$ cat src/hdl/cache_pkg.sv
`default_nettype none

package cache_pkg;

	localparam int WORD_W = 16;
	localparam int ADDR_W = 8;

	// both caches share one geometry
	localparam int LINES = 8;
	localparam int LINE_WORDS = 4;

	localparam int INDEX_W = $clog2(LINES);
	localparam int OFFSET_W = $clog2(LINE_WORDS);
	localparam int TAG_W = ADDR_W - INDEX_W - OFFSET_W;

	typedef logic [WORD_W-1:0] word_t;
	typedef logic [ADDR_W-1:0] addr_t;
	typedef logic [TAG_W-1:0] tag_t;
	typedef logic [INDEX_W-1:0] index_t;
	typedef logic [OFFSET_W-1:0] offset_t;

	// address = {tag, index, offset}
	function automatic tag_t addr_tag(addr_t a);
		return a[ADDR_W-1 -: TAG_W];
	endfunction

	function automatic index_t addr_index(addr_t a);
		return a[OFFSET_W +: INDEX_W];
	endfunction

	function automatic offset_t addr_offset(addr_t a);
		return a[OFFSET_W-1:0];
	endfunction

	function automatic addr_t line_addr(tag_t t, index_t i, offset_t o);
		return {t, i, o};
	endfunction

endpackage

`default_nettype wire

$ cat src/hdl/dcache.sv
`timescale 1ns/1ps
`default_nettype none

module dcache
	import cache_pkg::*;
(
	input wire clk,
	input wire reset_n,
	input wire i_d_req,
	input wire i_d_we,
	input wire addr_t i_d_addr,
	input wire word_t i_d_wdata,
	output word_t o_d_rdata,
	output logic o_d_ack,
	output logic o_wb_cyc,
	output logic o_wb_stb,
	output logic o_wb_we,
	output addr_t o_wb_adr,
	output word_t o_wb_wdat,
	input wire i_wb_ack,
	input wire word_t i_wb_rdat
);

	typedef enum logic [1:0] {
		DC_IDLE,
		DC_WRITEBACK,
		DC_REFILL,
		DC_RESPOND
	} dc_state_t;

	dc_state_t state;
	tag_t tags [LINES];
	logic [LINES-1:0] valid;
	logic [LINES-1:0] dirty;
	word_t lines [LINES][LINE_WORDS];

	offset_t xfer_cnt;
	offset_t xfer_next;
	tag_t req_tag;
	index_t req_index;
	offset_t req_offset;
	tag_t victim_tag;
	logic hit;
	logic victim_dirty;
	logic accept;
	logic wb_step;
	logic fill_we;
	logic xfer_last;
	logic word_we;

	assign req_tag = addr_tag(i_d_addr);
	assign req_index = addr_index(i_d_addr);
	assign req_offset = addr_offset(i_d_addr);
	assign victim_tag = tags[req_index];

	assign hit = valid[req_index] && (victim_tag == req_tag);
	assign victim_dirty = valid[req_index] && dirty[req_index];
	assign accept = (state == DC_IDLE) && i_d_req && !o_d_ack;

	assign wb_step = (state == DC_WRITEBACK) && i_wb_ack;
	assign fill_we = (state == DC_REFILL) && i_wb_ack;
	assign xfer_last = (xfer_cnt == offset_t'(LINE_WORDS - 1));
	assign xfer_next = xfer_cnt + 2'd1;

	// store the word on a write hit, or once the line is in after a miss
	assign word_we = i_d_we && ((accept && hit) || (state == DC_RESPOND));

	always_ff @(posedge clk) begin
		if (!reset_n) begin
			state <= DC_IDLE;
			valid <= '0;
			dirty <= '0;
			xfer_cnt <= '0;
			o_d_ack <= 1'b0;
			o_wb_cyc <= 1'b0;
			o_wb_stb <= 1'b0;
			o_wb_we <= 1'b0;
		end else begin
			o_d_ack <= 1'b0;
			if (word_we) begin
				dirty[req_index] <= 1'b1;
			end
			case (state)
				DC_IDLE: begin
					if (accept) begin
						if (hit) begin
							o_d_ack <= 1'b1;
						end else begin
							o_wb_cyc <= 1'b1;
							o_wb_stb <= 1'b1;
							o_wb_we <= victim_dirty;
							xfer_cnt <= '0;
							state <= victim_dirty ? DC_WRITEBACK : DC_REFILL;
						end
					end
				end
				DC_WRITEBACK: begin
					if (i_wb_ack) begin
						xfer_cnt <= xfer_next;
						// cyc stays up straight into the refill
						if (xfer_last) begin
							o_wb_we <= 1'b0;
							state <= DC_REFILL;
						end
					end
				end
				DC_REFILL: begin
					if (i_wb_ack) begin
						xfer_cnt <= xfer_next;
						if (xfer_last) begin
							o_wb_cyc <= 1'b0;
							o_wb_stb <= 1'b0;
							valid[req_index] <= 1'b1;
							dirty[req_index] <= 1'b0;
							state <= DC_RESPOND;
						end
					end
				end
				DC_RESPOND: begin
					o_d_ack <= 1'b1;
					state <= DC_IDLE;
				end
				default: state <= DC_IDLE;
			endcase
		end
	end

	always_ff @(posedge clk) begin
		if (fill_we) begin
			lines[req_index][xfer_cnt] <= i_wb_rdat;
		end else if (word_we) begin
			lines[req_index][req_offset] <= i_d_wdata;
		end
		if (fill_we && xfer_last) begin
			tags[req_index] <= req_tag;
		end
		o_d_rdata <= lines[req_index][req_offset];
	end

	// bus address and write data for the next transfer
	always_ff @(posedge clk) begin
		if (state == DC_IDLE) begin
			if (victim_dirty) begin
				o_wb_adr <= line_addr(victim_tag, req_index, '0);
			end else begin
				o_wb_adr <= line_addr(req_tag, req_index, '0);
			end
			o_wb_wdat <= lines[req_index][0];
		end else if (wb_step) begin
			if (xfer_last) begin
				o_wb_adr <= line_addr(req_tag, req_index, '0);
			end else begin
				o_wb_adr <= line_addr(victim_tag, req_index, xfer_next);
			end
			o_wb_wdat <= lines[req_index][xfer_next];
		end else if (fill_we) begin
			o_wb_adr <= line_addr(req_tag, req_index, xfer_next);
		end
	end

endmodule

`default_nettype wire

$ cat config.mk
export PLATFORM = sky130hd
export DESIGN_NAME = dcache
export DESIGN_NICKNAME = d
export VERILOG_FILES = /design/src/hdl/cache_pkg.sv /design/src/hdl/dcache.sv
export SDC_FILE = /design/constraint.sdc
export NUM_CORES = 1
export LEC_CHECK = 0
export BUFFER_PORTS_ARGS = -buffer_cell sky130_fd_sc_hd__clkbuf_2
export CAP_MARGIN = 20
export CELL_PAD_IN_SITES_DETAIL_PLACEMENT = 2
export CELL_PAD_IN_SITES_GLOBAL_PLACEMENT = 2
export CORE_ASPECT_RATIO = 0.6
export CORE_MARGIN = 4
export CORE_UTILIZATION = 47
export CTS_CLUSTER_DIAMETER = 120
export CTS_CLUSTER_SIZE = 40
export DETAILED_ROUTE_END_ITERATION = 12
export GPL_TIMING_DRIVEN = 0
export PLACE_DENSITY_LB_ADDON = 0.1
export RECOVER_POWER = 50
export SLEW_MARGIN = 10
export SYNTH_ARGS = -nofsm -noshare
export SYNTH_HDL_FRONTEND = slang
export SYNTH_SLANG_ARGS = --single-unit
$ cat constraint.sdc
create_clock -name clk -period 5.1 [get_ports clk]
set_input_delay 0.51 -clock clk [delete_from_list [all_inputs] [get_ports clk]]
set_output_delay 0.51 -clock clk [all_outputs]
set_load 0.03 [all_outputs]
==> impl_metrics.env <==
export IMPL_status="completed"
export IMPL_pre_cts_slack_ns=-0.355
export IMPL_crit_cells=8
export IMPL_grt_max_degree=42
export IMPL_tritoncts_num_sinks=599
export IMPL_drtIter0Drc=2257
export IMPL_finalCoreUtilization=0.525
export IMPL_end_kind="flip-flop"
export IMPL_hold_class="input port to flip-flop"
export IMPL_design_die_area_mm2=0.0556
export IMPL_start_util=0.477
export IMPL_area_delta_synth_final_pct=10.1
export IMPL_syn_area_per_cell_um2=16.7
export IMPL_vias=15600
export IMPL_crit_top_cell="clkbuf_1"
export IMPL_reg2reg_to="o_wb_wdat[4]"
export IMPL_stdcell_area_mm2=0.0268
export IMPL_routed_wl_um=93300
export IMPL_fin_cells=2306
export IMPL_multi_input_area_mm2=0.00646
export IMPL_finClkSkew_ns=0.0401
export IMPL_max_stage_delay_ns=0.95
export IMPL_slowest_stage="clkbuf_1"
export IMPL_synth_nets=1508
export IMPL_gp_congestion=0.922
export IMPL_clk_pin_slew_ns=0.15
export IMPL_setup_tns_final_ns=0
export IMPL_htreeDepth=1
export IMPL_overflow=0
export IMPL_grt_pass1_vias=16200
export IMPL_crit_buf_inv=6
export IMPL_cts_tree="yes"
export IMPL_route_detailed_drc=0
export IMPL_synth_cell_types=61
export IMPL_max_freq_mhz=197
export IMPL_setup_violations=0
export IMPL_r2r_cells=8
export IMPL_peakVddDrop_uv=330
export IMPL_wire_per_inst_um=40.5
export IMPL_dp_cells=2266
export IMPL_drv_slew=0
export IMPL_ctsResizeCount=0
export IMPL_clockBufferDepth=3
export IMPL_holdPathStages=1
export IMPL_drive_gt1_frac=0.157
export IMPL_crit_fanout=10
export IMPL_dr_pass1_iters=5
export IMPL_rsz0062_at_grt="false"
export IMPL_clock_latency_ns=0.62
export IMPL_path_delay_family="buffers and inverters"
export IMPL_layout_commonest_cell="edfxtp_1"
export IMPL_synth_area_mm2=0.0243
export IMPL_critical_path_required_ns=5.41
export IMPL_synthCells=1454
export IMPL_antenna_found_initial=4
export IMPL_tightest_slew_ns=1.28
export IMPL_synth_edff_count=560
export IMPL_dpl_hpwl_um=67900
export IMPL_cts_root_buf="clkbuf_16"
export IMPL_p_per_area_mw_per_mm2=374
export IMPL_leakage_nw=8.56
export IMPL_yosys_warnings=0
export IMPL_timing_rr_start="xfer_cnt[0]"
export IMPL_pin_count=89
export IMPL_path_cells="clkbuf_1 > buf_2 > clkbuf_1 > clkbuf_1 > clkbuf_1 > nand2_1 > nor2_2 > buf_8"
export IMPL_synth_flop_cell="edfxtp_1"
export IMPL_max_cap_viol_count=0
export IMPL_whs_endpoint="o_wb_adr[2]"
export IMPL_ff_latch_area_mm2=0.0176
export IMPL_async_flop_share=0
export IMPL_grt_pass1_wl_um=129000
export IMPL_die_y_um=184
export IMPL_io_buffers=87
export IMPL_cts_buffers_inserted=18
export IMPL_track_usage=0.336
export IMPL_core_area_mm2=0.0511
export IMPL_cp_start_kind="input port"
export IMPL_max_slew_margin_rel=0.147
export IMPL_finalCriticalPeriod_ns=5.06
export IMPL_fillers=4606
export IMPL_hold_violations=0
export IMPL_ant_nets=0
export IMPL_rows=64
export IMPL_final_period_utilization=0.993
export IMPL_hold_path_startpoint="i_d_addr[2]"
export IMPL_synth_seq_cells=599
export IMPL_layout_common_cells="edfxtp_1 (560), nand2_1 (123), clkbuf_1 (122), mux4_2 (70), nor2_1 (66)"
export IMPL_avgViaCountPerCell=6.75
export IMPL_fp_dieW_um=302
export IMPL_layout_setup_ws_ns=0.0362
export IMPL_postCtsSetupBuffers=0
export IMPL_worstPathArrival_ns=5.38
export IMPL_layout_nets=1653
export IMPL_critical_path_class="input port to flip-flop"
export IMPL_placed_area_mm2=0.0264
export IMPL_synth_seq_area_share=0.723
export IMPL_r2r_setup_slack_ns=0.39
export IMPL_ctsHoldBuffers=0
-- cells by family (layout without fill, tap and decap cells) --
kind of cell    Yosys count  in the layout  share of synthesized area
simple gates            263            263                     0.0453
compound gates          260            260                     0.0765
other cells               0              2                          0
flops                   599            599                      0.723
fa+ha+maj                 9              9                    0.00463
buf+inv                 103            260                     0.0191
mux                     220            220                      0.132
-- Yosys cell counts (6+ instances only) --
library cell  count  share of area
o211ai_1          9         0.0028
buf_2            18         0.0037
and2_1            6         0.0015
mux2_2           74          0.034
a211oi_1          6         0.0019
o22ai_1          14         0.0036
a21oi_1          36         0.0074
mux4_2           70          0.065
mux2_1           19         0.0088
o22a_1            6         0.0022
clkbuf_1         46         0.0071
inv_1            12         0.0019
dfxtp_1          39          0.032
edfxtp_1        560           0.69
mux2i_1          55          0.023
a22o_1            6         0.0022
ha_1              9         0.0046
a221oi_1         37          0.013
buf_1            14         0.0022
nor2_1           89          0.014
o21ai_0          46         0.0095
nor3_1           20         0.0041
nand2_1         122          0.019
nand3_1           6         0.0012
a22oi_1          54          0.017
-- final cells by class --
class | instances | share of cell area
antenna | 2 | 0.000187
timing repair buffer | 125 | 0.0342
multi-input combinational | 752 | 0.241
buffer | 88 | 0.0142
sequential | 599 | 0.656
clock buffer | 32 | 0.0196
tap | 693 | 0.0323
inverter | 15 | 0.00210
-- through the flow --
stage	hold slack [ns]	power, W
after floorplan	0.435	0.00694
after global placement	0.447	0.00779
after detailed placement	0.461	0.00795
after CTS	0.0794	0.0100
after global routing	0.103	0.0103
final	0.108	0.0100
-- worst max path at each step --
stage	to	startpoint
global placement	lines[0][37]	i_d_addr[2]
detailed placement	lines[0][11]	i_d_addr[2]
floorplan	lines[0][0]	i_d_addr[3]
CTS	lines[0][11]	i_d_addr[2]
global route	lines[0][9]	i_d_addr[2]
finish	lines[5][24]	i_d_addr[4]
-- power by group --
group	leakage (nW)	internal (W)	switching, W
clock network	0.250	0.000718	0.00145
logic	2.92	0.000514	0.00166
registers	5.39	0.00562	0.0000629
-- state kept, by name (all words and copies together), names as in the netlist --
| signal | cells |
|---|---|
| o_d_ack | 1 |
| o_wb_we | 1 |
| valid | 8 |
| o_d_rdata | 16 |
| o_wb_wdat | 16 |
| tags | 24 |
| o_wb_stb | 1 |
| dirty | 8 |
| state | 2 |
| o_wb_adr | 8 |
| lines | 512 |
| xfer_cnt | 2 |
-- routing by layer --
layer	wire length, um	track usage	share of wire
met1	36300	0.450	0.39
met2	40900	0.504	0.44
met3	12200	0.132	0.13
met4	3910	0.114	0.042
met5	0	0	0
(Power assumes the default switching activity.)
