File: src/hdl/cache_pkg.sv
`default_nettype none

package cache_pkg;

	localparam int WORD_W = 16;
	localparam int ADDR_W = 8;

	// both caches share one geometry
	localparam int LINES = 8;
	localparam int LINE_WORDS = 4;

	localparam int INDEX_W = $clog2(LINES);
	localparam int OFFSET_W = $clog2(LINE_WORDS);
	localparam int TAG_W = ADDR_W - INDEX_W - OFFSET_W;

	typedef logic [WORD_W-1:0] word_t;
	typedef logic [ADDR_W-1:0] addr_t;
	typedef logic [TAG_W-1:0] tag_t;
	typedef logic [INDEX_W-1:0] index_t;
	typedef logic [OFFSET_W-1:0] offset_t;

	// address = {tag, index, offset}
	function automatic tag_t addr_tag(addr_t a);
		return a[ADDR_W-1 -: TAG_W];
	endfunction

	function automatic index_t addr_index(addr_t a);
		return a[OFFSET_W +: INDEX_W];
	endfunction

	function automatic offset_t addr_offset(addr_t a);
		return a[OFFSET_W-1:0];
	endfunction

	function automatic addr_t line_addr(tag_t t, index_t i, offset_t o);
		return {t, i, o};
	endfunction

endpackage

`default_nettype wire

File: src/hdl/mem_arbiter.sv
`timescale 1ns/1ps
`default_nettype none

module mem_arbiter
	import cache_pkg::*;
(
	input wire clk,
	input wire reset_n,
	input wire i_ic_cyc,
	input wire i_ic_stb,
	input wire addr_t i_ic_adr,
	output logic o_ic_ack,
	output word_t o_ic_rdat,
	input wire i_dc_cyc,
	input wire i_dc_stb,
	input wire i_dc_we,
	input wire addr_t i_dc_adr,
	input wire word_t i_dc_wdat,
	output logic o_dc_ack,
	output word_t o_dc_rdat,
	output logic o_mem_cyc,
	output logic o_mem_stb,
	output logic o_mem_we,
	output addr_t o_mem_adr,
	output word_t o_mem_wdat,
	input wire i_mem_ack,
	input wire word_t i_mem_rdat
);

	typedef enum logic [1:0] {GNT_NONE, GNT_IC, GNT_DC} gnt_state_t;

	gnt_state_t state;
	logic last_dc;

	always_ff @(posedge clk) begin
		if (!reset_n) begin
			state <= GNT_NONE;
			last_dc <= 1'b0;
		end else begin
			case (state)
				GNT_NONE: begin
					// on contention the other master goes first
					if (i_dc_cyc && (!i_ic_cyc || !last_dc)) begin
						state <= GNT_DC;
						last_dc <= 1'b1;
					end else if (i_ic_cyc) begin
						state <= GNT_IC;
						last_dc <= 1'b0;
					end
				end
				GNT_IC: if (!i_ic_cyc) state <= GNT_NONE;
				GNT_DC: if (!i_dc_cyc) state <= GNT_NONE;
				default: state <= GNT_NONE;
			endcase
		end
	end

	always_comb begin
		o_mem_cyc = 1'b0;
		o_mem_stb = 1'b0;
		o_mem_we = 1'b0;
		o_mem_adr = i_ic_adr;
		if (state == GNT_IC) begin
			o_mem_cyc = i_ic_cyc;
			o_mem_stb = i_ic_stb;
		end else if (state == GNT_DC) begin
			o_mem_cyc = i_dc_cyc;
			o_mem_stb = i_dc_stb;
			o_mem_we = i_dc_we;
			o_mem_adr = i_dc_adr;
		end
	end

	// only the dcache ever writes
	assign o_mem_wdat = i_dc_wdat;

	assign o_ic_ack = (state == GNT_IC) && i_mem_ack;
	assign o_dc_ack = (state == GNT_DC) && i_mem_ack;
	assign o_ic_rdat = (state == GNT_IC) ? i_mem_rdat : '0;
	assign o_dc_rdat = (state == GNT_DC) ? i_mem_rdat : '0;

endmodule

`default_nettype wire

File: config.mk
export PLATFORM = sky130hd
export DESIGN_NAME = mem_arbiter
export DESIGN_NICKNAME = d
export VERILOG_FILES = /design/src/hdl/cache_pkg.sv /design/src/hdl/mem_arbiter.sv
export SDC_FILE = /design/constraint.sdc
export NUM_CORES = 1
export LEC_CHECK = 0
export BUFFER_PORTS_ARGS = -buffer_cell sky130_fd_sc_hd__buf_2
export CAP_MARGIN = 15
export CORE_MARGIN = 2
export CORE_UTILIZATION = 26
export CTS_CLUSTER_DIAMETER = 150
export DETAILED_ROUTE_END_ITERATION = 8
export PLACE_DENSITY_LB_ADDON = 0.12
export SETUP_SLACK_MARGIN = 0.1
export SLEW_MARGIN = 5
export SYNTH_ARGS = -nofsm -noshare
export SYNTH_HDL_FRONTEND = slang
export SYNTH_SLANG_ARGS = --single-unit
File: constraint.sdc
create_clock -name clk -period 1.3 [get_ports clk]
set_input_delay 0.065 -clock clk [delete_from_list [all_inputs] [get_ports clk]]
set_output_delay 0.065 -clock clk [all_outputs]
set_load 0.02 [all_outputs]
==> results of run 1 <==
flip-flops by register name, summed over array words and instances, names as in the netlist:
| name | flops |
|---|---|
| state | 2 |
| last_dc | 1 |
layout by cell type (no fill, tap or decap):
master / Yosys / final
sky130_fd_sc_hd__buf_2: 1 / 39
sky130_fd_sc_hd__nor2b_4: 0 / 2
sky130_fd_sc_hd__dfxtp_1: 3 / 1
sky130_fd_sc_hd__clkbuf_1: 0 / 1
sky130_fd_sc_hd__clkbuf_4: 0 / 3
sky130_fd_sc_hd__nor3b_1: 1 / 1
sky130_fd_sc_hd__and2_1: 27 / 6
sky130_fd_sc_hd__nand3b_1: 1 / 1
sky130_fd_sc_hd__buf_6: 1 / 51
sky130_fd_sc_hd__o311a_1: 1 / 1
sky130_fd_sc_hd__o211a_1: 1 / 1
sky130_fd_sc_hd__inv_1: 1 / 1
sky130_fd_sc_hd__and2b_1: 1 / 1
sky130_fd_sc_hd__and2_4: 0 / 29
sky130_fd_sc_hd__dfxtp_2: 0 / 2
sky130_fd_sc_hd__a22o_4: 0 / 2
sky130_fd_sc_hd__nand4bb_1: 1 / 1
sky130_fd_sc_hd__buf_4: 16 / 2
sky130_fd_sc_hd__buf_8: 1 / 1
sky130_fd_sc_hd__a21oi_1: 1 / 1
sky130_fd_sc_hd__mux2_4: 1 / 8
sky130_fd_sc_hd__and2b_2: 1 / 1
area by class of cell:
cell class | count | area [um2] | area share
inverter | 1 | 3.754 | 0.002551
multi-input combinational | 55 | 541.8 | 0.3682
sequential | 3 | 62.56 | 0.04252
clock buffer | 4 | 26.28 | 0.01786
timing repair buffer | 93 | 799.5 | 0.5434
tap | 30 | 37.54 | 0.02551
cells in the mapped netlist, drive strengths merged:
cell      n  area share
and2     35        0.35
buf      19        0.23
mux2      8        0.14
dfxtp     3       0.092
a22o      2       0.031
and2b     2       0.025
clkbuf    2       0.015
nor2b     2       0.023
a21oi     1      0.0077
inv       1      0.0058
nand3b    1       0.012
nand4bb   1       0.017
nor3b     1       0.012
o211a     1       0.015
o311a     1       0.015
cell families after synthesis:
logic type,after synthesis
AO/OA/AOI/OAI,5
AND/OR/NAND/NOR,42
multiplexers,8
buffers and inverters,22
flip-flops,3
worst min-delay path, cell delays in order:
cell and delay (ps):
sky130_fd_sc_hd__buf_2 110, sky130_fd_sc_hd__nand3b_1 70, sky130_fd_sc_hd__a21oi_1 40
through the flow:
step,cells,power (mW)
after global placement,180,0.4420
after global routing,186,0.8299
after floorplan,80,0.3805
after detailed placement,180,0.4471
final,186,0.7824
after CTS,186,0.7694
per-layer routing:
| layer | GRT usage | vias to the layer above | routed length, um |
|---|---|---|---|
| li1 | - | 393 | - |
| met1 | 0.1349 | 385 | 777 |
| met2 | 0.3069 | 48 | 1510 |
| met3 | 0.02778 | 2 | 236 |
| met4 | 0.04583 | 0 | 4 |
| met5 | 0 | - | 0 |
worst max path at each step:
| stage | endpoint | slack (ps) | cells past startpoint |
|---|---|---|---|
| CTS | o_mem_adr[0] | -80 | 4 |
| global placement | o_mem_adr[3] | 140 | 4 |
| finish | o_mem_adr[0] | -80 | 4 |
| global route | o_mem_adr[0] | -120 | 4 |
| floorplan | o_mem_adr[5] | 150 | 4 |
| detailed placement | o_mem_adr[0] | 110 | 4 |
timing repair:
action                     4_1_cts  5_1_grt
gates cloned                     1        0
pin swaps                        6        2
gates resized for setup        130       12
setup endpoints to repair       45       45
setup buffers                    1        0
where the power goes:
part	total (mW)	internal [mW]	switching (mW)	leakage, nW
Combinational	0.516	0.298	0.218	0.754
Clock	0.160	0.115	0.0450	0.0150
Sequential	0.107	0.101	0.00641	0.0255
Total	0.782	0.513	0.269	0.794
==> metrics.yaml, run 1 <==
syn-num-nets: 136
h-tree-depth: 1
vias: 828
drt_drc_violations_left: 0
final_ant_viol_nets: 0
drt-initial-drc-count: 8
final_layout_worst_hold_slack_ps: 92.01
sort_of_element_at_the_end_of_the_critical_path: "output pin"
tightest_slew_ps: 160.0
power_density_nw_per_um2: 531.8
grt_max_degree: 11
synthToLayoutAreaGrowth_pct: 126.2
initial_core_util: 0.2675
synth_area_um2: 650.6
failed_checks: "negative setup slack"
clock_buffers_created_by_tritoncts: 3
combinational_family_with_the_most_area_after_synthesis: "simple AND/OR/NAND/NOR gates"
placement_rows: 18
postSynthAreaPerCell_um2: 8.133
yosysWarningCount: 0
post_synth_and_or_nand_nor_area_fraction: 0.4404
fp.dieW_um: 54.03
tritoncts: "yes"
max_cap_viol_count: 0
worstPathRequired_ps: 1240
reg2regPathDepth: 2
worst_r2r_startpoint: "state[0]"
path_cells: "nor2b_4, buf_8, mux2_4, buf_6"
finish.instance_area_um2: 1471
power_leakage_nw: 0.7943
finalCriticalPeriod_ps: 1376
wirelength_routed_mm: 2.528
worst_reg2reg_path_endpoint: "state[0]"
slew-limit-headroom: 0.8931
finalCritPeriodShare: 1.059
timing.critical_path.buf_inv: 2
place.detailed.hpwl_mm: 1.663
cp_data_arrival_time_ps: 1310
core_area_um2: 2432
critical_path.top_delay_family: "flip-flops"
die_area_um2: 2919
placed_instance_area_um2: 999.7
timing.hold.worst.start: "reset_n"
report.final.setup_viol: 35
cp-startpoint: "state[1]"
final_hold_violating_endpoints: 0
cpPeakStageDelay_ps: 320
wl_per_cell_um: 13.59
vdd_ir_drop_max_mv: 0.7006
grt_pass1_vias: 705
synth_adder_area_share: 0
final.setup_skew_ps: 5.928
cts_max_path_buffers: 2
numPortBuffers: 84
run_status: "complete, but fails checks"
grt_first_pass_wirelength_mm: 3.084
hold_class: "in2reg"
finalWeightedCongestion: 0.5966
pre_cts_slack_ps: 109.6
synth.lib_cells_used.distinct: 22
timing.critical_path.from_type: "flop"
worstHoldEndpoint: "state[1]"
drt_pass1_iterations: 4
synth.ff_latch_count: 3
post_route_cells_drive_above_1_share: 0.8974
total_count_of_max_transition_violations_in_the_final_report: 0
synth_xor_area_frac: 0
clk_pin_slew_ps: 40
critPathMaxFanout: 8
timing.setup.tns_ps: -1155
worstSkewPairLatency_ps: 230
track_usage: 0.1453
insertedDiodeCount: 0
ctsHoldBuffers: 0
postLayoutSetupSlackWorst_ps: -76.31
rsz0062_at_grt: "true"
post-route-util: 0.6049
ff2ff_setup_slack_ps: 390
timing.fmax_mhz: 726.6
fillerInstances: 221
grt_overflow_total: 0
die_h_um: 54.03
holdPathStages: 3
ys_seq_area_frac: 0.09231
fin_nets: 213
synth_cells: 80
clk_root_buffer_cell: "sky130_fd_sc_hd__clkbuf_4"
floorplan.io_pins: 117
clkSinkCount: 3
vias_per_instance: 4.452
crit_path_top_delay_cell: "sky130_fd_sc_hd__dfxtp_2"
muxShareOfSynthArea: 0.1442
crit_type: "reg2out"
synth_compound_gate_area_share: 0.06923
grt_antenna_before_repair: 0
No activity file was read; power rests on OpenSTA's default activity.
==> run 2: changes to the inputs <==
Settings changed: GPL_ROUTABILITY_DRIVEN set to 0, SLEW_MARGIN 5 to 20.
Clock period 1.3 ns to 1.5 ns, I/O delays scaled along.
==> metrics.yaml, run 2 (synthesis gave the netlist of run 1 again) <==
most_common_cell_after_layout_fill_and_taps_aside: "sky130_fd_sc_hd__buf_2"
clock_buffers_created_by_tritoncts: 3  # unchanged
grt_overflow_total: 0  # unchanged
insertedDiodeCount: 0  # unchanged
worst_reg2reg_path_endpoint: "state[0]"
fin_total_pwr_mw: 0.5835  # -25%
floorplan.io_pins: 117  # unchanged
final.setup_skew_ps: 3.271  # -2.657 ps
finish.instance_area_um2: 1166  # -21%
pre_cts_slack_ps: 198.3  # +88.77 ps
power_density_nw_per_um2: 500.4  # -5.9%
crit_type: "reg2out"
power_frac_clock: 0.245  # +0.041
synthToLayoutAreaGrowth_pct: 79.23
vias: 799  # -3.5%
holdPathStages: 2  # -1
rsz0062_at_grt: "true"
post_layout_nonfiller_instances: 186  # unchanged
worstSkewPairLatency_ps: 230  # about the same
clkSinkCount: 3  # unchanged
grt_pass1_vias: 599  # -15%
clk_pin_slew_ps: 40  # about the same
grt_use_met2: 0.2297  # -0.07724
grt_most_used_layer: "met2"
grt_antenna_before_repair: 0  # unchanged
comb_power_share: 0.598  # -0.061
sort_of_element_at_the_end_of_the_critical_path: "output pin"
final_ant_viol_nets: 0  # unchanged
swShare: 0.3588  # +0.01447
finalCriticalPeriod_ps: 1405
ff2ff_setup_slack_ps: 590  # +200 ps
placement_rows: 18  # unchanged
finalCritPeriodShare: 0.9369
timing.critical_path.buf_inv: 2  # unchanged
postLayoutSetupSlackWorst_ps: 94.72  # +171.0 ps
timing.setup.tns_ps: 0  # +1155 ps
fp.dieW_um: 54.03  # unchanged
biggestRegsByFlops: "state (2), last_dc (1)"
worst_r2r_startpoint: "state[0]"
critical_path.top_delay_family: "flip-flops"
placed_instance_area_um2: 969.7  # -3.0%
vdd_ir_drop_max_mv: 0.4178  # -40%
track_usage: 0.1121  # -0.03318
power_leakage_nw: 0.7192  # -9.5%
post-route-util: 0.4794  # -0.1255
mostFrequentLayoutCells: "sky130_fd_sc_hd__buf_2 (74), sky130_fd_sc_hd__and2_1 (24), sky130_fd_sc_hd__buf_6 (11)"
worstHoldEndpoint: "last_dc"
critPathMaxFanout: 8  # unchanged
core_area_um2: 2432  # unchanged
largest_register: "state"
drt_pass1_iterations: 3  # -1
initial_core_util: 0.2675  # unchanged
hold_class: "in2reg"
cpPeakStageDelay_ps: 330  # about the same
timing.hold.worst.start: "reset_n"
p_seq_frac: 0.157  # +0.020
final_hold_violating_endpoints: 0  # unchanged
vias_per_instance: 4.296  # -3.5%
run_status: "complete, no violations"
die_h_um: 54.03  # unchanged
h-tree-depth: 1  # unchanged
reg2regPathDepth: 2  # unchanged
timing.fmax_mhz: 711.6
drt_drc_violations_left: 0  # unchanged
post-place-cells: 176  # -2.2%
tritoncts: "yes"
fillerInstances: 242  # +9.5%
crit_path_top_delay_cell: "sky130_fd_sc_hd__dfxtp_2"
numPortBuffers: 84  # unchanged
final_layout_worst_hold_slack_ps: 100.4  # +8.426 ps
report.final.setup_viol: 0  # -100%
worstPathRequired_ps: 1420  # +180 ps
max_reg_flops: 2  # unchanged
tightest_slew_ps: 172.1  # +12.10 ps
place.detailed.hpwl_mm: 1.547  # -7.0%
die_area_um2: 2919  # unchanged
max_cap_viol_count: 0  # unchanged
wirelength_routed_mm: 1.945  # -23%
total_count_of_max_transition_violations_in_the_final_report: 0  # unchanged
grt_first_pass_wirelength_mm: 2.401  # -22%
cts_max_path_buffers: 2  # unchanged
post_route_cells_drive_above_1_share: 0.7756  # -0.1218
timing.critical_path.from_type: "flop"
switchingPower_mw: 0.2094  # -22%
fin_nets: 213  # unchanged
ctsHoldBuffers: 0  # unchanged
grt_use_met1: 0.09868  # -0.03618
power.internal_mw: 0.3741  # -27%
slew-limit-headroom: 0.8850  # -0.008081
met3_usage: 0.02500  # -0.002778
path_cells: "nor2b_4, buf_8, mux2_4, buf_6"
cp_data_arrival_time_ps: 1330  # +20 ps
drt-initial-drc-count: 4  # -4
clk_root_buffer_cell: "sky130_fd_sc_hd__clkbuf_4"
grt_max_degree: 20  # +9
wl_per_cell_um: 10.46  # -23%
==> run 2: worst max-delay path by stage <==
stage	startpoint	to	cells after the start
after floorplan	state[1]	o_mem_adr[5]	4
after global placement	state[1]	o_mem_adr[6]	4
after detailed placement	state[1]	o_mem_adr[0]	4
after CTS	state[1]	o_mem_adr[5]	4
after global routing	state[1]	o_mem_adr[1]	4
final	state[1]	o_mem_adr[1]	4
==> run 2: routing by layer <==
layer,up-vias,routed length [um]
li1,396,-
met1,355,651
met2,46,1077
met3,2,212
met4,0,4
met5,-,0
==> run 2: power by group through the flow <==
stage	clock network, mW	logic, mW	registers (mW)
after global placement	0	0.280	0.0945
after detailed placement	0	0.282	0.0949
after global routing	0.161	0.377	0.0928
after floorplan	0	0.237	0.0931
after CTS	0.150	0.321	0.0918
final	0.143	0.349	0.0919
==> run 2: layout make-up <==
cell class                 count  area (um2)  area share
clock buffer                   4       26.28     0.02253
timing repair buffer          93       569.3      0.4882
multi-input combinational     55       464.2      0.3981
sequential                     3       65.06     0.05579
tap                           30       37.54     0.03219
inverter                       1       3.754    0.003219
==> run 2: timing repair <==
item / 4_1_cts / 5_1_grt
buffers inserted: 3 / 3
endpoints found under the setup margin: 26 / 30
pin swaps: 0 / 0
resized for setup: 21 / 18
==> run 3: changes to the inputs <==
Settings changed: PLACE_DENSITY set to 0.79, PLACE_DENSITY_LB_ADDON 0.12 to not set, SLEW_MARGIN 20 to not set.
==> metrics.yaml, run 3 (synthesis gave the netlist of run 1 again) <==
comb_power_share: 0.600  # +0.002
core_area_um2: 2432  # unchanged
worst_r2r_startpoint: "state[0]"
mostFrequentLayoutCells: "sky130_fd_sc_hd__buf_2 (68), sky130_fd_sc_hd__and2_1 (26), sky130_fd_sc_hd__buf_6 (12)"
fin_nets: 212  # -0.47%
largest_register: "state"
finalCriticalPeriod_ps: 1402  # -2.867 ps
clock_buffers_created_by_tritoncts: 3  # unchanged
post_route_cells_drive_above_1_share: 0.7613  # -0.01435
critPathCapture: "o_mem_adr[1]"
sort_of_element_at_the_end_of_the_critical_path: "output pin"
crit_path_top_delay_cell: "sky130_fd_sc_hd__dfxtp_4"
report.final.setup_viol: 0  # unchanged
slew-limit-headroom: 0.8945  # +0.009496
max_cap_viol_count: 0  # unchanged
grt_overflow_total: 0  # unchanged
drt_pass1_iterations: 4  # +1
cp-startpoint: "state[1]"
clk_pin_slew_ps: 40  # about the same
numPortBuffers: 84  # unchanged
rsz0062_at_grt: "true"
timing.setup.tns_ps: 0  # unchanged
finalCritPeriodShare: 0.9349  # -0.001911
wirelength_routed_mm: 2.120  # +9.0%
track_usage: 0.1304  # +0.01823
worst_reg2reg_path_endpoint: "last_dc"
cts_max_path_buffers: 2  # unchanged
h-tree-depth: 1  # unchanged
worstSkewPairLatency_ps: 230  # about the same
most_common_cell_after_layout_fill_and_taps_aside: "sky130_fd_sc_hd__buf_2"
vdd_ir_drop_max_mv: 0.3843  # -8.0%
die_area_um2: 2919  # unchanged
critPathMaxFanout: 8  # unchanged
final_ant_viol_nets: 0  # unchanged
final_hold_violating_endpoints: 0  # unchanged
timing.critical_path.buf_inv: 2  # unchanged
fp.dieW_um: 54.03  # unchanged
swShare: 0.3632  # +0.004325
power_frac_clock: 0.246  # about the same
wl_per_cell_um: 11.46  # +9.6%
grt_antenna_before_repair: 0  # unchanged
power_leakage_nw: 0.7115  # -1.1%
clkSinkCount: 3  # unchanged
cp_data_arrival_time_ps: 1330  # about the same
ff2ff_setup_slack_ps: 600  # about the same
insertedDiodeCount: 0  # unchanged
initial_core_util: 0.2675  # unchanged
worstPathRequired_ps: 1420  # about the same
worstSetupPathDepth: 4  # unchanged
final.setup_skew_ps: 2.939  # -0.3324 ps
placement_rows: 18  # unchanged
synthToLayoutAreaGrowth_pct: 79.42
max_reg_flops: 2  # unchanged
drt_drc_violations_left: 0  # unchanged
critical_path.top_delay_family: "flip-flops"
biggestRegsByFlops: "state (2), last_dc (1)"
tritoncts: "yes"
sequential_cell_area_um2: 67.56  # +3.8%
power.internal_mw: 0.3736  # -0.14%
reg2regPathDepth: 3  # +1
timing.critical_path.from_type: "flop"
crit_type: "reg2out"
tightest_slew_ps: 157.9  # -14.21 ps
floorplan.io_pins: 117  # unchanged
place.detailed.hpwl_mm: 1.692  # +9.4%
timing.fmax_mhz: 713.1  # +0.20%
post-route-util: 0.4799  # +0.0005140
multi_input_area_um2: 459.2  # -1.1%
clk_root_buffer_cell: "sky130_fd_sc_hd__clkbuf_4"
grt_first_pass_wirelength_mm: 2.773  # +15%
run_status: "complete, no violations"
drt-initial-drc-count: 1  # -3
switchingPower_mw: 0.2131  # +1.7%
grt_pass1_vias: 698  # +17%
die_h_um: 54.03  # unchanged
fillerInstances: 254  # +5.0%
vias: 811  # +1.5%
vias_per_instance: 4.384  # +2.1%
p_seq_frac: 0.154  # -0.003
power_density_nw_per_um2: 502.5  # +0.43%
hold_class: "in2reg"
total_count_of_max_transition_violations_in_the_final_report: 0  # unchanged
cpPeakStageDelay_ps: 330  # about the same
path_cells: "nor2b_4, buf_8, mux2_4, buf_6"
grt_max_degree: 20  # unchanged
[run 3: cell types whose count changed in the layout (fill, tap and decap cells not counted), sizes merged]
cell	before	now
buf	93	92
[run 3: area by class of cell]
cell class / count / share of cell area
Inverter: 1 / 0.003215
Clock buffer: 4 / 0.02251
Multi-Input combinational cell: 55 / 0.3934
Sequential cell: 3 / 0.05788
Timing Repair Buffer: 92 / 0.4909
Tap cell: 30 / 0.03215
[run 3: repair_timing]
| item | CTS | global route |
|---|---|---|
| cloned | 0 | 0 |
| buffers inserted | 4 | 1 |
| hold buffers | 0 | 0 |
| setup endpoints to repair | 18 | 36 |
| gates resized for setup | 29 | 14 |
[run 3: per-stage QoR]
step | hold WS (ps) | power (mW) | cells | area (um2) | setup WS, ps
6_report | 101.3 | 0.5867 | 185 | 1167 | 97.58
2_1_floorplan | 208.4 | 0.3297 | 80 | 650.6 | 340.8
5_1_grt | 100.1 | 0.6227 | 185 | 1167 | 52.63
3_5_place_dp | 150.1 | 0.3787 | 176 | 969.7 | 134.1
3_3_place_gp | 150.1 | 0.3754 | 176 | 969.7 | 210.0
4_1_cts | 94.43 | 0.5844 | 184 | 1121 | 80.40
[run 3: worst min-delay path by stage]
stage	cells after the start	start	end	slack (ps)
after CTS	2	reset_n	last_dc	90
after global placement	0	i_dc_wdat[10]	o_mem_wdat[10]	150
final	2	reset_n	state[0]	100
after detailed placement	0	i_dc_wdat[10]	o_mem_wdat[10]	150
after global routing	2	reset_n	last_dc	100
after floorplan	1	reset_n	last_dc	210
[run 3: power groups by stage]
stage / combinational (mW) / sequential [mW] / clock (mW)
detailed placement: 0.284 / 0.0950 / 0
finish: 0.352 / 0.0905 / 0.144
global placement: 0.281 / 0.0944 / 0
global route: 0.380 / 0.0919 / 0.151
CTS: 0.339 / 0.0925 / 0.153
floorplan: 0.237 / 0.0931 / 0
[run 3: layer usage]
| metal | track usage | vias up | wire length [um] |
|---|---|---|---|
| li1 | - | 391 | - |
| met4 | 0.05000 | 0 | 0 |
| met2 | 0.2744 | 66 | 1190 |
| met3 | 0.03611 | 0 | 306 |
| met1 | 0.1117 | 354 | 623 |
| met5 | 0 | - | 0 |
