### src/hdl/cache_pkg.sv
`default_nettype none

package cache_pkg;

	localparam int WORD_W = 16;
	localparam int ADDR_W = 8;

	// both caches share one geometry
	localparam int LINES = 8;
	localparam int LINE_WORDS = 4;

	localparam int INDEX_W = $clog2(LINES);
	localparam int OFFSET_W = $clog2(LINE_WORDS);
	localparam int TAG_W = ADDR_W - INDEX_W - OFFSET_W;

	typedef logic [WORD_W-1:0] word_t;
	typedef logic [ADDR_W-1:0] addr_t;
	typedef logic [TAG_W-1:0] tag_t;
	typedef logic [INDEX_W-1:0] index_t;
	typedef logic [OFFSET_W-1:0] offset_t;

	// address = {tag, index, offset}
	function automatic tag_t addr_tag(addr_t a);
		return a[ADDR_W-1 -: TAG_W];
	endfunction

	function automatic index_t addr_index(addr_t a);
		return a[OFFSET_W +: INDEX_W];
	endfunction

	function automatic offset_t addr_offset(addr_t a);
		return a[OFFSET_W-1:0];
	endfunction

	function automatic addr_t line_addr(tag_t t, index_t i, offset_t o);
		return {t, i, o};
	endfunction

endpackage

`default_nettype wire

### src/hdl/icache.sv
`timescale 1ns/1ps
`default_nettype none

module icache
	import cache_pkg::*;
(
	input wire clk,
	input wire reset_n,
	input wire i_if_req,
	input wire addr_t i_if_addr,
	output word_t o_if_data,
	output logic o_if_ack,
	output logic o_wb_cyc,
	output logic o_wb_stb,
	output addr_t o_wb_adr,
	input wire i_wb_ack,
	input wire word_t i_wb_rdat
);

	typedef enum logic [1:0] {IC_IDLE, IC_REFILL, IC_RESPOND} ic_state_t;

	ic_state_t state;
	tag_t tags [LINES];
	logic [LINES-1:0] valid;
	word_t lines [LINES][LINE_WORDS];

	offset_t fill_cnt;
	offset_t fill_next;
	tag_t req_tag;
	index_t req_index;
	offset_t req_offset;
	logic hit;
	logic fill_we;
	logic fill_last;

	// requester holds the address stable until the ack
	assign req_tag = addr_tag(i_if_addr);
	assign req_index = addr_index(i_if_addr);
	assign req_offset = addr_offset(i_if_addr);

	assign hit = valid[req_index] && (tags[req_index] == req_tag);
	assign fill_we = (state == IC_REFILL) && i_wb_ack;
	assign fill_last = (fill_cnt == offset_t'(LINE_WORDS - 1));
	assign fill_next = fill_cnt + 2'd1;

	always_ff @(posedge clk) begin
		if (!reset_n) begin
			state <= IC_IDLE;
			valid <= '0;
			fill_cnt <= '0;
			o_if_ack <= 1'b0;
			o_wb_cyc <= 1'b0;
			o_wb_stb <= 1'b0;
		end else begin
			o_if_ack <= 1'b0;
			case (state)
				IC_IDLE: begin
					if (i_if_req && !o_if_ack) begin
						if (hit) begin
							o_if_ack <= 1'b1;
						end else begin
							o_wb_cyc <= 1'b1;
							o_wb_stb <= 1'b1;
							fill_cnt <= '0;
							state <= IC_REFILL;
						end
					end
				end
				IC_REFILL: begin
					if (i_wb_ack) begin
						fill_cnt <= fill_next;
						if (fill_last) begin
							o_wb_cyc <= 1'b0;
							o_wb_stb <= 1'b0;
							valid[req_index] <= 1'b1;
							state <= IC_RESPOND;
						end
					end
				end
				IC_RESPOND: begin
					o_if_ack <= 1'b1;
					state <= IC_IDLE;
				end
				default: state <= IC_IDLE;
			endcase
		end
	end

	// line storage, read word and bus address
	always_ff @(posedge clk) begin
		if (fill_we) begin
			lines[req_index][fill_cnt] <= i_wb_rdat;
		end
		if (fill_we && fill_last) begin
			tags[req_index] <= req_tag;
		end
		if (state == IC_IDLE) begin
			o_wb_adr <= line_addr(req_tag, req_index, '0);
		end else if (fill_we) begin
			o_wb_adr <= line_addr(req_tag, req_index, fill_next);
		end
		o_if_data <= lines[req_index][req_offset];
	end

endmodule

`default_nettype wire

### config.mk
export PLATFORM = sky130hd
export DESIGN_NAME = icache
export DESIGN_NICKNAME = d
export VERILOG_FILES = /design/src/hdl/cache_pkg.sv /design/src/hdl/icache.sv
export SDC_FILE = /design/constraint.sdc
export NUM_CORES = 1
export LEC_CHECK = 0
export ABC_AREA = 0
export BUFFER_PORTS_ARGS = -buffer_cell sky130_fd_sc_hd__buf_2
export CORE_UTILIZATION = 38
export CTS_CLUSTER_SIZE = 25
export DETAILED_ROUTE_END_ITERATION = 10
export PLACE_DENSITY_LB_ADDON = 0.15
export RECOVER_POWER = 100
export SLEW_MARGIN = 10
export SYNTH_ARGS = -nofsm -noshare
export SYNTH_HDL_FRONTEND = slang
export SYNTH_SLANG_ARGS = --single-unit
### constraint.sdc
create_clock -name clk -period 6.65 [get_ports clk]
set_clock_uncertainty 0.05 [all_clocks]
set_input_delay 1.33 -clock clk [delete_from_list [all_inputs] [get_ports clk]]
set_output_delay 1.33 -clock clk [all_outputs]
set_load 0.05 [all_outputs]
==> results.sh, run 1 <==
export IMPL_run_status="finished with violations"
export IMPL_violations="capacitance limit, slew limit"
export IMPL_cts_h_tree_depth=2
export IMPL_worst_ep_arrival_ns=5.04
export IMPL_core_rowCount=87
export IMPL_cts_repair_timing_setup_buffer_count=0
export IMPL_power_switching_share_pct=22.3
export IMPL_core_um2=56600
export IMPL_holdBufCountCts=0
export IMPL_detailedRoute_firstIterationViolations=1167
export IMPL_synth_seq_area_share_pct=77.5
export IMPL_power_switching_w=0.00172
export IMPL_highest_attainable_clock_frequency_mhz=203
export IMPL_synth_cell_type_count=63
export IMPL_number_of_sinks_driven_by_the_clock_tree=574
export IMPL_grt_ovfl_total=0
export IMPL_clockRootBuffer="sky130_fd_sc_hd__clkbuf_16"
export IMPL_cellInternalPower_w=0.00601
export IMPL_most_common_cell_in_the_netlist="sky130_fd_sc_hd__edfxtp_1"
export IMPL_rr_startpoint="state[0]$_SDFFE_PN0P_"
export IMPL_slew_limit_headroom_pct=-77.3
export IMPL_yosysWarningCount=0
export IMPL_grt_max_degree=68
export IMPL_crit_required_ns=6.76
export IMPL_final_core_utilization_pct=43.8
export IMPL_worstPathCellList="buf_4 -> and2_0 -> clkbuf_1 -> nand2_1 -> nor2_1"
export IMPL_synth_top_cells_by_count="542 x sky130_fd_sc_hd__edfxtp_1, 107 x sky130_fd_sc_hd__nand2_1, 87 x sky130_fd_sc_hd__a22oi_1, 58 x sky130_fd_sc_hd__a21oi_1, 51 x sky130_fd_sc_hd__nor2_1"
export IMPL_floorplan_initialDensity_pct=38.6
export IMPL_grt_total_usage_pct=22.0
export IMPL_worstSkewPairLatency_ns=0.61
export IMPL_wire_length_of_the_first_global_routing_pass_um=91900
export IMPL_share_seq_of_total_power_pct=51.8
export IMPL_transition_time_at_the_pin_with_the_least_slew_margin_ns=2.65
export IMPL_die_width_um=242
export IMPL_mappedNetlistArea_um2=21800
export IMPL_postRouteAntennaNets=0
export IMPL_crit_fanout=40
export IMPL_ys_ff_latch=574
export IMPL_hpwl_um=37200
export IMPL_antenna_diode_count=0
export IMPL_hold_path_startpoint="o_wb_adr[0]$_SDFFE_PP0P_"
export IMPL_final_nets=1427
export IMPL_detailedPlace_worstSlack_ns=2.25
export IMPL_antenna_found_initial=2
export IMPL_worst_hold_path_endpoint="o_wb_adr[0]$_SDFFE_PP0P_"
export IMPL_proportion_of_netlist_area_held_by_the_largest_area_contributor_pct=74.5
export IMPL_worstHoldPathCells=2
export IMPL_cts_inserted_buffers=59
export IMPL_pwr_share_clk_pct=42.3
export IMPL_worst_ir_drop_vdd_mv=0.210
export IMPL_startpoint_type_of_the_worst_setup_path="input pin"
export IMPL_timing_setup_tns_ns=0
export IMPL_clk_pin_slew_worst_paths_ns=0.06
export IMPL_power_frac_comb_pct=5.9
export IMPL_reg2regPathDepth=4
export IMPL_wl_per_cell_um=29.3
export IMPL_slowest_stage="sky130_fd_sc_hd__nor2_1"
export IMPL_drt_pass1_iter_count=5
export IMPL_floorplan_die_area_um2=58400
export IMPL_rrSetupSlack_ns=2.69
export IMPL_cts_buffer_depth=3
export IMPL_postCtsResizedCells=0
export IMPL_power_per_cell_area_nw_per_um2=312
export IMPL_slew_violations=595
export IMPL_cts_tree="yes"
export IMPL_synthToLayoutAreaGrowth_pct=13.6
export IMPL_min_delay_path_class="reg2reg"
export IMPL_finalWirelength_um=64300
export IMPL_drv_max_cap_violation_count=26
export IMPL_timing_final_hold_violations=0
export IMPL_synth_edff_count=542
export IMPL_synthFlopType="sky130_fd_sc_hd__edfxtp_1"
export IMPL_setup_viol_count_final=0
export IMPL_synthDominantAreaCellType="sky130_fd_sc_hd__edfxtp_1"
export IMPL_final_period_utilization_pct=74.1
export IMPL_setup_repair_after_global_routing_missed_its_margin="false"
export IMPL_drc=0
export IMPL_share_of_layout_cells_above_drive_strength_1_pct=12.1
export IMPL_boundaryPins=55
export IMPL_floorplan_die_height_um=242
export IMPL_timing_critical_path_to_type="flop"
export IMPL_detailroute_via_count=12400
export IMPL_synth_async_reset_ratio_pct=0
export IMPL_syn_nets=1338
export IMPL_number_of_global_route_vias_before_repair=12300
export IMPL_critical_path_class="in2reg"
export IMPL_cpPeakStageDelay_ns=2.01
export IMPL_final_period_minus_worst_setup_slack_ns=4.92
export IMPL_static_leakage_nw=7.91
export IMPL_finalWorstSetupSlack_ns=1.73
export IMPL_syn_avg_cell_area_um2=16.7
export IMPL_synth_instances=1306
export IMPL_finalHoldWorstSlack_ns=0.401
export IMPL_worst_r2r_endpoint="lines[7][9]$_DFFE_PP_"
export IMPL_synth_top_cells_by_area="sky130_fd_sc_hd__edfxtp_1 75%, sky130_fd_sc_hd__a22oi_1 3.0%, sky130_fd_sc_hd__dfxtp_1 2.9%"
export IMPL_vias_per_cell=5.64
export IMPL_buffer_ports_inserted=54
export IMPL_total_power_w=0.00773
export IMPL_gp_routability_congestion=0.780
==> routing by layer <==
metal / vias to the layer above / GRT usage, % / wire [µm]
met1: 6469 / 30.3 / 27800
met3: 109 / 3.33 / 3810
met4: 4 / 7.56 / 1920
li1: 5383 / - / -
met2: 432 / 35.6 / 30800
met5: - / 0 / 26
==> cells in the final DEF, fill, tap and decap left out, types with 33 or more instances in the layout <==
cell                        instances
sky130_fd_sc_hd__edfxtp_1         542
sky130_fd_sc_hd__nand2_1          107
sky130_fd_sc_hd__clkbuf_1          92
sky130_fd_sc_hd__a22oi_1           87
sky130_fd_sc_hd__clkbuf_16         59
sky130_fd_sc_hd__a21oi_1           58
sky130_fd_sc_hd__nor2_1            41
sky130_fd_sc_hd__mux2i_1           39
sky130_fd_sc_hd__nand3_1           39
sky130_fd_sc_hd__a221oi_1          38
sky130_fd_sc_hd__a22o_1            33
==> cells by family (layout without fill, tap and decap cells) <==
family	after synthesis	after routing	share of synthesized area, %
flip-flops	574	574	77.5
AO/OA/AOI/OAI	318	318	10.7
AND/OR/NAND/NOR	236	236	4.99
buffers and inverters	90	227	2.33
multiplexers	80	80	4.11
adder cells (fa/ha/maj)	4	4	0.229
XOR/XNOR	4	4	0.160
==> critical path: cells and delay by family <==
kind	cells	cell delay (ns)
buffers and inverters	2	1.19
AND/OR/NAND/NOR	3	2.47
==> through the flow <==
stage / area (µm²) / std cells
2_1_floorplan: 21800 / 1306
3_5_place_dp: 23100 / 2090
4_1_cts: 25000 / 2199
3_3_place_gp: 23100 / 2090
6_report: 24800 / 2199
5_1_grt: 24800 / 2199
==> cell type report <==
type                    count  area [µm²]
clock inverters            20         205
well taps                 756         946
flip-flops and latches    574       16900
clock buffers              89        1700
fillers                  5081       31800
inverters                   9        33.8
multi-input cells         642        4450
repair buffers            109         551
==> flip-flops by register name, summed over array words and instances, names as in the netlist <==
signal     flops
state          2
valid          8
lines        512
o_wb_stb       1
fill_cnt       2
tags          24
o_wb_adr       8
o_if_ack       1
o_if_data     16
==> how the worst max path moves through the flow <==
stage | start | slack [ns] | to
6_report | i_if_addr[3] | 1.73 | lines[7][9]$_DFFE_PP_
5_1_grt | i_if_addr[3] | 1.47 | lines[7][13]$_DFFE_PP_
4_1_cts | i_if_addr[2] | 2.90 | o_if_data[0]$_DFF_P_
3_5_place_dp | i_if_addr[2] | 2.25 | o_if_data[0]$_DFF_P_
3_3_place_gp | i_if_addr[2] | 2.27 | o_if_data[0]$_DFF_P_
2_1_floorplan | i_if_addr[2] | 2.95 | lines[1][0]$_DFFE_PP_
==> power groups by stage <==
stage | clock network, W | registers, W | logic, W
finish | 0.00327 | 0.00400 | 0.000459
global route | 0.00345 | 0.00401 | 0.000487
CTS | 0.00332 | 0.00400 | 0.000475
detailed placement | 0 | 0.00408 | 0.000474
global placement | 0 | 0.00408 | 0.000472
floorplan | 0 | 0.00413 | 0.000210
Note: power is estimated with default switching activity, not from simulation.
==> run 2, diff against run 1 <==
- ABC_AREA: 0 -> 1
- clock period: 6.65 -> 4.9 ns (I/O delays scaled with it)
==> results.sh, run 2 <==
export IMPL_synthFlopType="sky130_fd_sc_hd__edfxtp_1"
export IMPL_cts_inserted_buffers=58
export IMPL_synth_cell_type_count=36
export IMPL_grt_total_usage_pct=21.5
export IMPL_hpwl_um=34800
export IMPL_synth_edff_count=542
export IMPL_finalWirelength_um=60700
export IMPL_postCtsResizedCells=0
export IMPL_worstSkewPairLatency_ns=0.63
export IMPL_slew_limit_headroom_pct=-22.4
export IMPL_cts_h_tree_depth=2
export IMPL_syn_nets=1526
export IMPL_timing_critical_path_to_type="flop"
export IMPL_final_period_utilization_pct=75.8
export IMPL_violations="capacitance limit, slew limit"
export IMPL_floorplan_die_height_um=240
export IMPL_buffer_ports_inserted=54
export IMPL_detailroute_via_count=12700
export IMPL_synth_top_cells_by_area="sky130_fd_sc_hd__edfxtp_1 76%, sky130_fd_sc_hd__nand2_1 5.3%, sky130_fd_sc_hd__dfxtp_1 3.0%"
export IMPL_floorplan_initialDensity_pct=38.7
export IMPL_layout_commonest_cell="sky130_fd_sc_hd__edfxtp_1"
export IMPL_synth_seq_area_share_pct=78.7
export IMPL_final_cell_mix="542 x sky130_fd_sc_hd__edfxtp_1, 305 x sky130_fd_sc_hd__nand2_1, 110 x sky130_fd_sc_hd__nor2_1"
export IMPL_final_period_minus_worst_setup_slack_ns=3.71
export IMPL_run_status="finished with violations"
export IMPL_timing_final_hold_violations=0
export IMPL_syn_avg_cell_area_um2=14.4
export IMPL_crit_fanout=20
export IMPL_number_of_global_route_vias_before_repair=12500
export IMPL_setup_repair_after_global_routing_missed_its_margin="false"
export IMPL_ys_ff_latch=574
export IMPL_highest_attainable_clock_frequency_mhz=269
export IMPL_gp_routability_congestion=0.776
export IMPL_drc=0
export IMPL_slew_violations=505
export IMPL_wire_length_of_the_first_global_routing_pass_um=87500
export IMPL_postRouteAntennaNets=0
export IMPL_largest_reg_flops=512
export IMPL_clk_pin_slew_worst_paths_ns=0.06
export IMPL_cts_buffer_depth=3
export IMPL_die_width_um=240
export IMPL_boundaryPins=55
export IMPL_cts_tree="yes"
export IMPL_transition_time_at_the_pin_with_the_least_slew_margin_ns=1.84
export IMPL_proportion_of_netlist_area_held_by_the_largest_area_contributor_pct=75.7
export IMPL_placed_cells=2283
export IMPL_final_nets=1627
export IMPL_antenna_diode_count=0
export IMPL_finalNonFillerCells=2391
export IMPL_startpoint_type_of_the_worst_setup_path="input pin"
export IMPL_worst_ep_arrival_ns=3.88
export IMPL_registers_top_by_ff_count="lines"
export IMPL_synth_top_cells_by_count="542 x sky130_fd_sc_hd__edfxtp_1, 304 x sky130_fd_sc_hd__nand2_1, 123 x sky130_fd_sc_hd__nor2_1, 100 x sky130_fd_sc_hd__inv_1, 66 x sky130_fd_sc_hd__nand4_1"
export IMPL_floorplan_die_area_um2=57500
export IMPL_number_of_sinks_driven_by_the_clock_tree=574
export IMPL_synth_instances=1494
export IMPL_clockRootBuffer="sky130_fd_sc_hd__clkbuf_16"
export IMPL_drv_max_cap_violation_count=21
export IMPL_power_per_cell_area_nw_per_um2=428
export IMPL_worst_ir_drop_vdd_mv=0.288
export IMPL_holdBufCountCts=0
export IMPL_core_rowCount=86
export IMPL_cts_repair_timing_setup_buffer_count=0
export IMPL_grt_max_degree=35
export IMPL_setup_viol_count_final=0
export IMPL_critical_path_class="in2reg"
export IMPL_biggestRegsByFlops="lines: 512 flops, tags: 24 flops, o_if_data: 16 flops"
export IMPL_static_leakage_nw=8.23
export IMPL_fillers=5088
export IMPL_mappedNetlistArea_um2=21500
export IMPL_drt_pass1_iter_count=8
export IMPL_synthDominantAreaCellType="sky130_fd_sc_hd__edfxtp_1"
export IMPL_min_delay_path_class="reg2reg"
export IMPL_vias_per_cell=5.30
export IMPL_synth_async_reset_ratio_pct=0
export IMPL_antenna_found_initial=0
export IMPL_crit_required_ns=5.07
export IMPL_grt_ovfl_total=0
export IMPL_detailedRoute_firstIterationViolations=1175
export IMPL_final_core_utilization_pct=44.2
export IMPL_timing_setup_tns_ns=0
export IMPL_core_um2=55500
export IMPL_wl_per_cell_um=25.4
export IMPL_yosysWarningCount=0
export IMPL_synthToLayoutAreaGrowth_pct=14.2
export IMPL_share_of_layout_cells_above_drive_strength_1_pct=8.95
export IMPL_most_common_cell_in_the_netlist="sky130_fd_sc_hd__edfxtp_1"
## run 2: path summary, 6_finish.rpt
kind / startpoint / end / slack [ns] / depth (start not counted)
min reg2reg: o_wb_adr[1]$_SDFFE_PP0P_ / o_wb_adr[1]$_SDFFE_PP0P_ / 0.40 / 2
max: i_if_addr[2] / tags[0][2]$_DFFE_PP_ / 1.19 / 6
min: o_wb_adr[1]$_SDFFE_PP0P_ / o_wb_adr[1]$_SDFFE_PP0P_ / 0.40 / 2
max reg2reg: state[0]$_SDFFE_PN0P_ / tags[0][2]$_DFFE_PP_ / 1.61 / 7
## run 2: cell families after synthesis
group / count (synthesis) / share of synthesized area, %
compound gates: 191 / 6.56
buf+inv: 179 / 3.53
simple gates: 546 / 11.0
fa+ha+maj: 4 / 0.233
flops: 574 / 78.7
## run 2: critical path: stages
cell	delay [ns]
sky130_fd_sc_hd__clkbuf_1	0.38
sky130_fd_sc_hd__inv_2	0.43
sky130_fd_sc_hd__nand2_1	0.14
sky130_fd_sc_hd__buf_4	0.27
sky130_fd_sc_hd__nor2_1	0.56
sky130_fd_sc_hd__clkbuf_1	1.10
## run 2: area by class of cell
class / count / area (µm²) / area share (%)
flip-flops and latches: 574 / 16900 / 68.9
clock buffers: 75 / 1560 / 6.33
well taps: 748 / 936 / 3.81
multi-input cells: 741 / 3830 / 15.6
clock inverters: 33 / 357 / 1.45
repair buffers: 108 / 533 / 2.17
inverters: 112 / 420 / 1.71
## run 2: routing by layer
metal | vias up | part of all wire (%) | GRT usage [%]
li1 | 5711 | - | -
met1 | 6451 | 46 | 31.2
met2 | 422 | 45 | 33.1
met3 | 83 | 6.5 | 4.04
met4 | 0 | 2.3 | 5.85
met5 | - | 0 | 0
## run 2: metrics by stage
step	hold WS, ns	instance area [µm²]	worst slack [ns]	power, W
after global placement	0.387	22900	1.22	0.00614
after floorplan	0.381	21500	1.79	0.00588
final	0.402	24600	1.19	0.0105
after global routing	0.441	24600	0.970	0.0108
after CTS	0.407	24800	1.83	0.0106
after detailed placement	0.391	22900	1.16	0.00615
## run 2: power by group
group | total, W | switching (W) | internal [W]
sequential | 0.00544 | 0.0000200 | 0.00542
combinational | 0.000588 | 0.000471 | 0.000118
clock | 0.00448 | 0.00188 | 0.00260
==> run 3, diff against run 2 <==
- clock period: 4.9 -> 3.1 ns (I/O delays scaled with it)
==> results.sh, run 3 (synthesis gave the netlist of run 2 again) <==
export IMPL_cts_repair_timing_setup_buffer_count=0
export IMPL_share_of_layout_cells_above_drive_strength_1_pct=11.6
export IMPL_detailedPlace_worstSlack_ns=0.152
export IMPL_wire_length_of_the_first_global_routing_pass_um=88200
export IMPL_share_seq_of_total_power_pct=52.8
export IMPL_finalHoldWorstSlack_ns=0.401
export IMPL_highest_attainable_clock_frequency_mhz=377
export IMPL_floorplan_die_height_um=240
export IMPL_min_delay_path_class="reg2reg"
export IMPL_boundaryPins=55
export IMPL_power_per_cell_area_nw_per_um2=656
export IMPL_cts_buffer_depth=3
export IMPL_biggestRegsByFlops="lines: 512 flops, tags: 24 flops, o_if_data: 16 flops"
export IMPL_drv_max_cap_violation_count=14
export IMPL_die_width_um=240
export IMPL_floorplan_initialDensity_pct=38.7
export IMPL_vias_per_cell=5.28
export IMPL_postRouteAntennaNets=0
export IMPL_run_status="finished with violations"
export IMPL_final_period_minus_worst_setup_slack_ns=2.66
export IMPL_finalWorstSetupSlack_ns=0.444
export IMPL_detailroute_via_count=12800
export IMPL_antenna_diode_count=0
export IMPL_grt_max_degree=45
export IMPL_transition_time_at_the_pin_with_the_least_slew_margin_ns=1.88
export IMPL_cts_h_tree_depth=2
export IMPL_finish_instance_area_um2=24900
export IMPL_worst_ir_drop_vdd_mv=0.465
export IMPL_number_of_global_route_vias_before_repair=12700
export IMPL_static_leakage_nw=8.44
export IMPL_slew_violations=462
export IMPL_critical_path_class="in2reg"
export IMPL_largest_reg_flops=512
export IMPL_hpwl_um=35600
export IMPL_power_switching_share_pct=22.6
export IMPL_wl_per_cell_um=25.2
export IMPL_pwr_share_clk_pct=41.3
export IMPL_violations="capacitance limit, slew limit"
export IMPL_rrSetupSlack_ns=0.60
export IMPL_clk_pin_slew_worst_paths_ns=0.06
export IMPL_drt_pass1_iter_count=5
export IMPL_power_switching_w=0.00368
export IMPL_cts_tree="yes"
export IMPL_final_nets=1658
export IMPL_setup_viol_count_final=0
export IMPL_core_um2=55500
export IMPL_registers_top_by_ff_count="lines"
export IMPL_core_rowCount=86
export IMPL_finalWirelength_um=61000
export IMPL_startpoint_type_of_the_worst_setup_path="input pin"
export IMPL_gp_routability_congestion=0.797
export IMPL_clockRootBuffer="sky130_fd_sc_hd__clkbuf_16"
export IMPL_grt_ovfl_total=0
export IMPL_final_period_utilization_pct=85.7
export IMPL_cts_inserted_buffers=59
export IMPL_synthToLayoutAreaGrowth_pct=15.6
export IMPL_number_of_sinks_driven_by_the_clock_tree=574
export IMPL_detailedRoute_firstIterationViolations=1079
export IMPL_placed_area_um2=23300
export IMPL_setup_repair_after_global_routing_missed_its_margin="false"
export IMPL_buffer_ports_inserted=54
export IMPL_floorplan_die_area_um2=57500
export IMPL_timing_final_hold_violations=0
export IMPL_power_frac_comb_pct=6.0
export IMPL_cellInternalPower_w=0.0126
export IMPL_drc=0
export IMPL_worst_ep_arrival_ns=3.07
export IMPL_holdBufCountCts=0
export IMPL_reg2regPathDepth=8
export IMPL_antenna_found_initial=2
export IMPL_worstHoldPathCells=2
export IMPL_layout_commonest_cell="sky130_fd_sc_hd__edfxtp_1"
export IMPL_slew_limit_headroom_pct=-25.6
export IMPL_crit_required_ns=3.51
export IMPL_crit_fanout=24
export IMPL_final_cell_mix="542 x sky130_fd_sc_hd__edfxtp_1, 304 x sky130_fd_sc_hd__nand2_1, 102 x sky130_fd_sc_hd__nor2_1"
export IMPL_worstSkewPairLatency_ns=0.63
export IMPL_timing_setup_tns_ns=0
export IMPL_timing_critical_path_to_type="flop"
export IMPL_postCtsResizedCells=0
export IMPL_grt_total_usage_pct=21.7
export IMPL_final_core_utilization_pct=44.8
run 3: changes by cell type in the layout (fill, tap and decap cells not counted), sizes merged:
cell	delta
inv	-2
buf	+23
clkinvlp	-2
bufinv	-5
clkbuf	+22
clkinv	-4
run 3: per-layer routing:
| layer | GRT usage, % | up-vias | part of all wire, % |
|---|---|---|---|
| li1 | - | 5770 | - |
| met1 | 31.8 | 6520 | 46 |
| met2 | 33.9 | 425 | 46 |
| met3 | 2.70 | 76 | 6.0 |
| met4 | 5.91 | 2 | 2.1 |
| met5 | 0 | - | 0.020 |
run 3: power groups by stage:
stage	clock [W]	sequential [W]	combinational, W
global route	0.00712	0.00860	0.00104
finish	0.00673	0.00860	0.000973
CTS	0.00685	0.00859	0.00101
detailed placement	0	0.00876	0.00101
floorplan	0	0.00891	0.000377
global placement	0	0.00876	0.00101
run 3: path summary, 6_finish.rpt:
path | from | to
max reg2reg | state[0]$_SDFFE_PN0P_ | lines[6][0]$_DFFE_PP_
min reg2reg | o_wb_adr[0]$_SDFFE_PP0P_ | o_wb_adr[0]$_SDFFE_PP0P_
min | o_wb_adr[0]$_SDFFE_PP0P_ | o_wb_adr[0]$_SDFFE_PP0P_
max | i_if_addr[2] | o_if_data[0]$_DFF_P_
run 3: cell type report:
type,instances,area (µm²)
multi-input combinational,741,3860
tap,748,936
clock inverter,20,156
inverter,112,420
timing repair buffer,138,900
fill,5040,30700
sequential,574,16900
clock buffer,90,1660
run 3: metrics by stage:
step	total power, W	instances
final	0.0163	2423
after global routing	0.0168	2423
after CTS	0.0165	2423
after detailed placement	0.00977	2313
after global placement	0.00976	2313
after floorplan	0.00929	1494
run 3: critical path: stages:
cell,delay [ns]
sky130_fd_sc_hd__buf_2,0.23
sky130_fd_sc_hd__inv_2,0.12
sky130_fd_sc_hd__nand3_1,0.15
sky130_fd_sc_hd__inv_1,0.20
sky130_fd_sc_hd__clkbuf_2,0.53
sky130_fd_sc_hd__nand2_1,0.19
sky130_fd_sc_hd__o2111a_1,0.20
sky130_fd_sc_hd__nand4_1,0.22
sky130_fd_sc_hd__o211ai_1,0.43
sky130_fd_sc_hd__o21ai_1,0.14
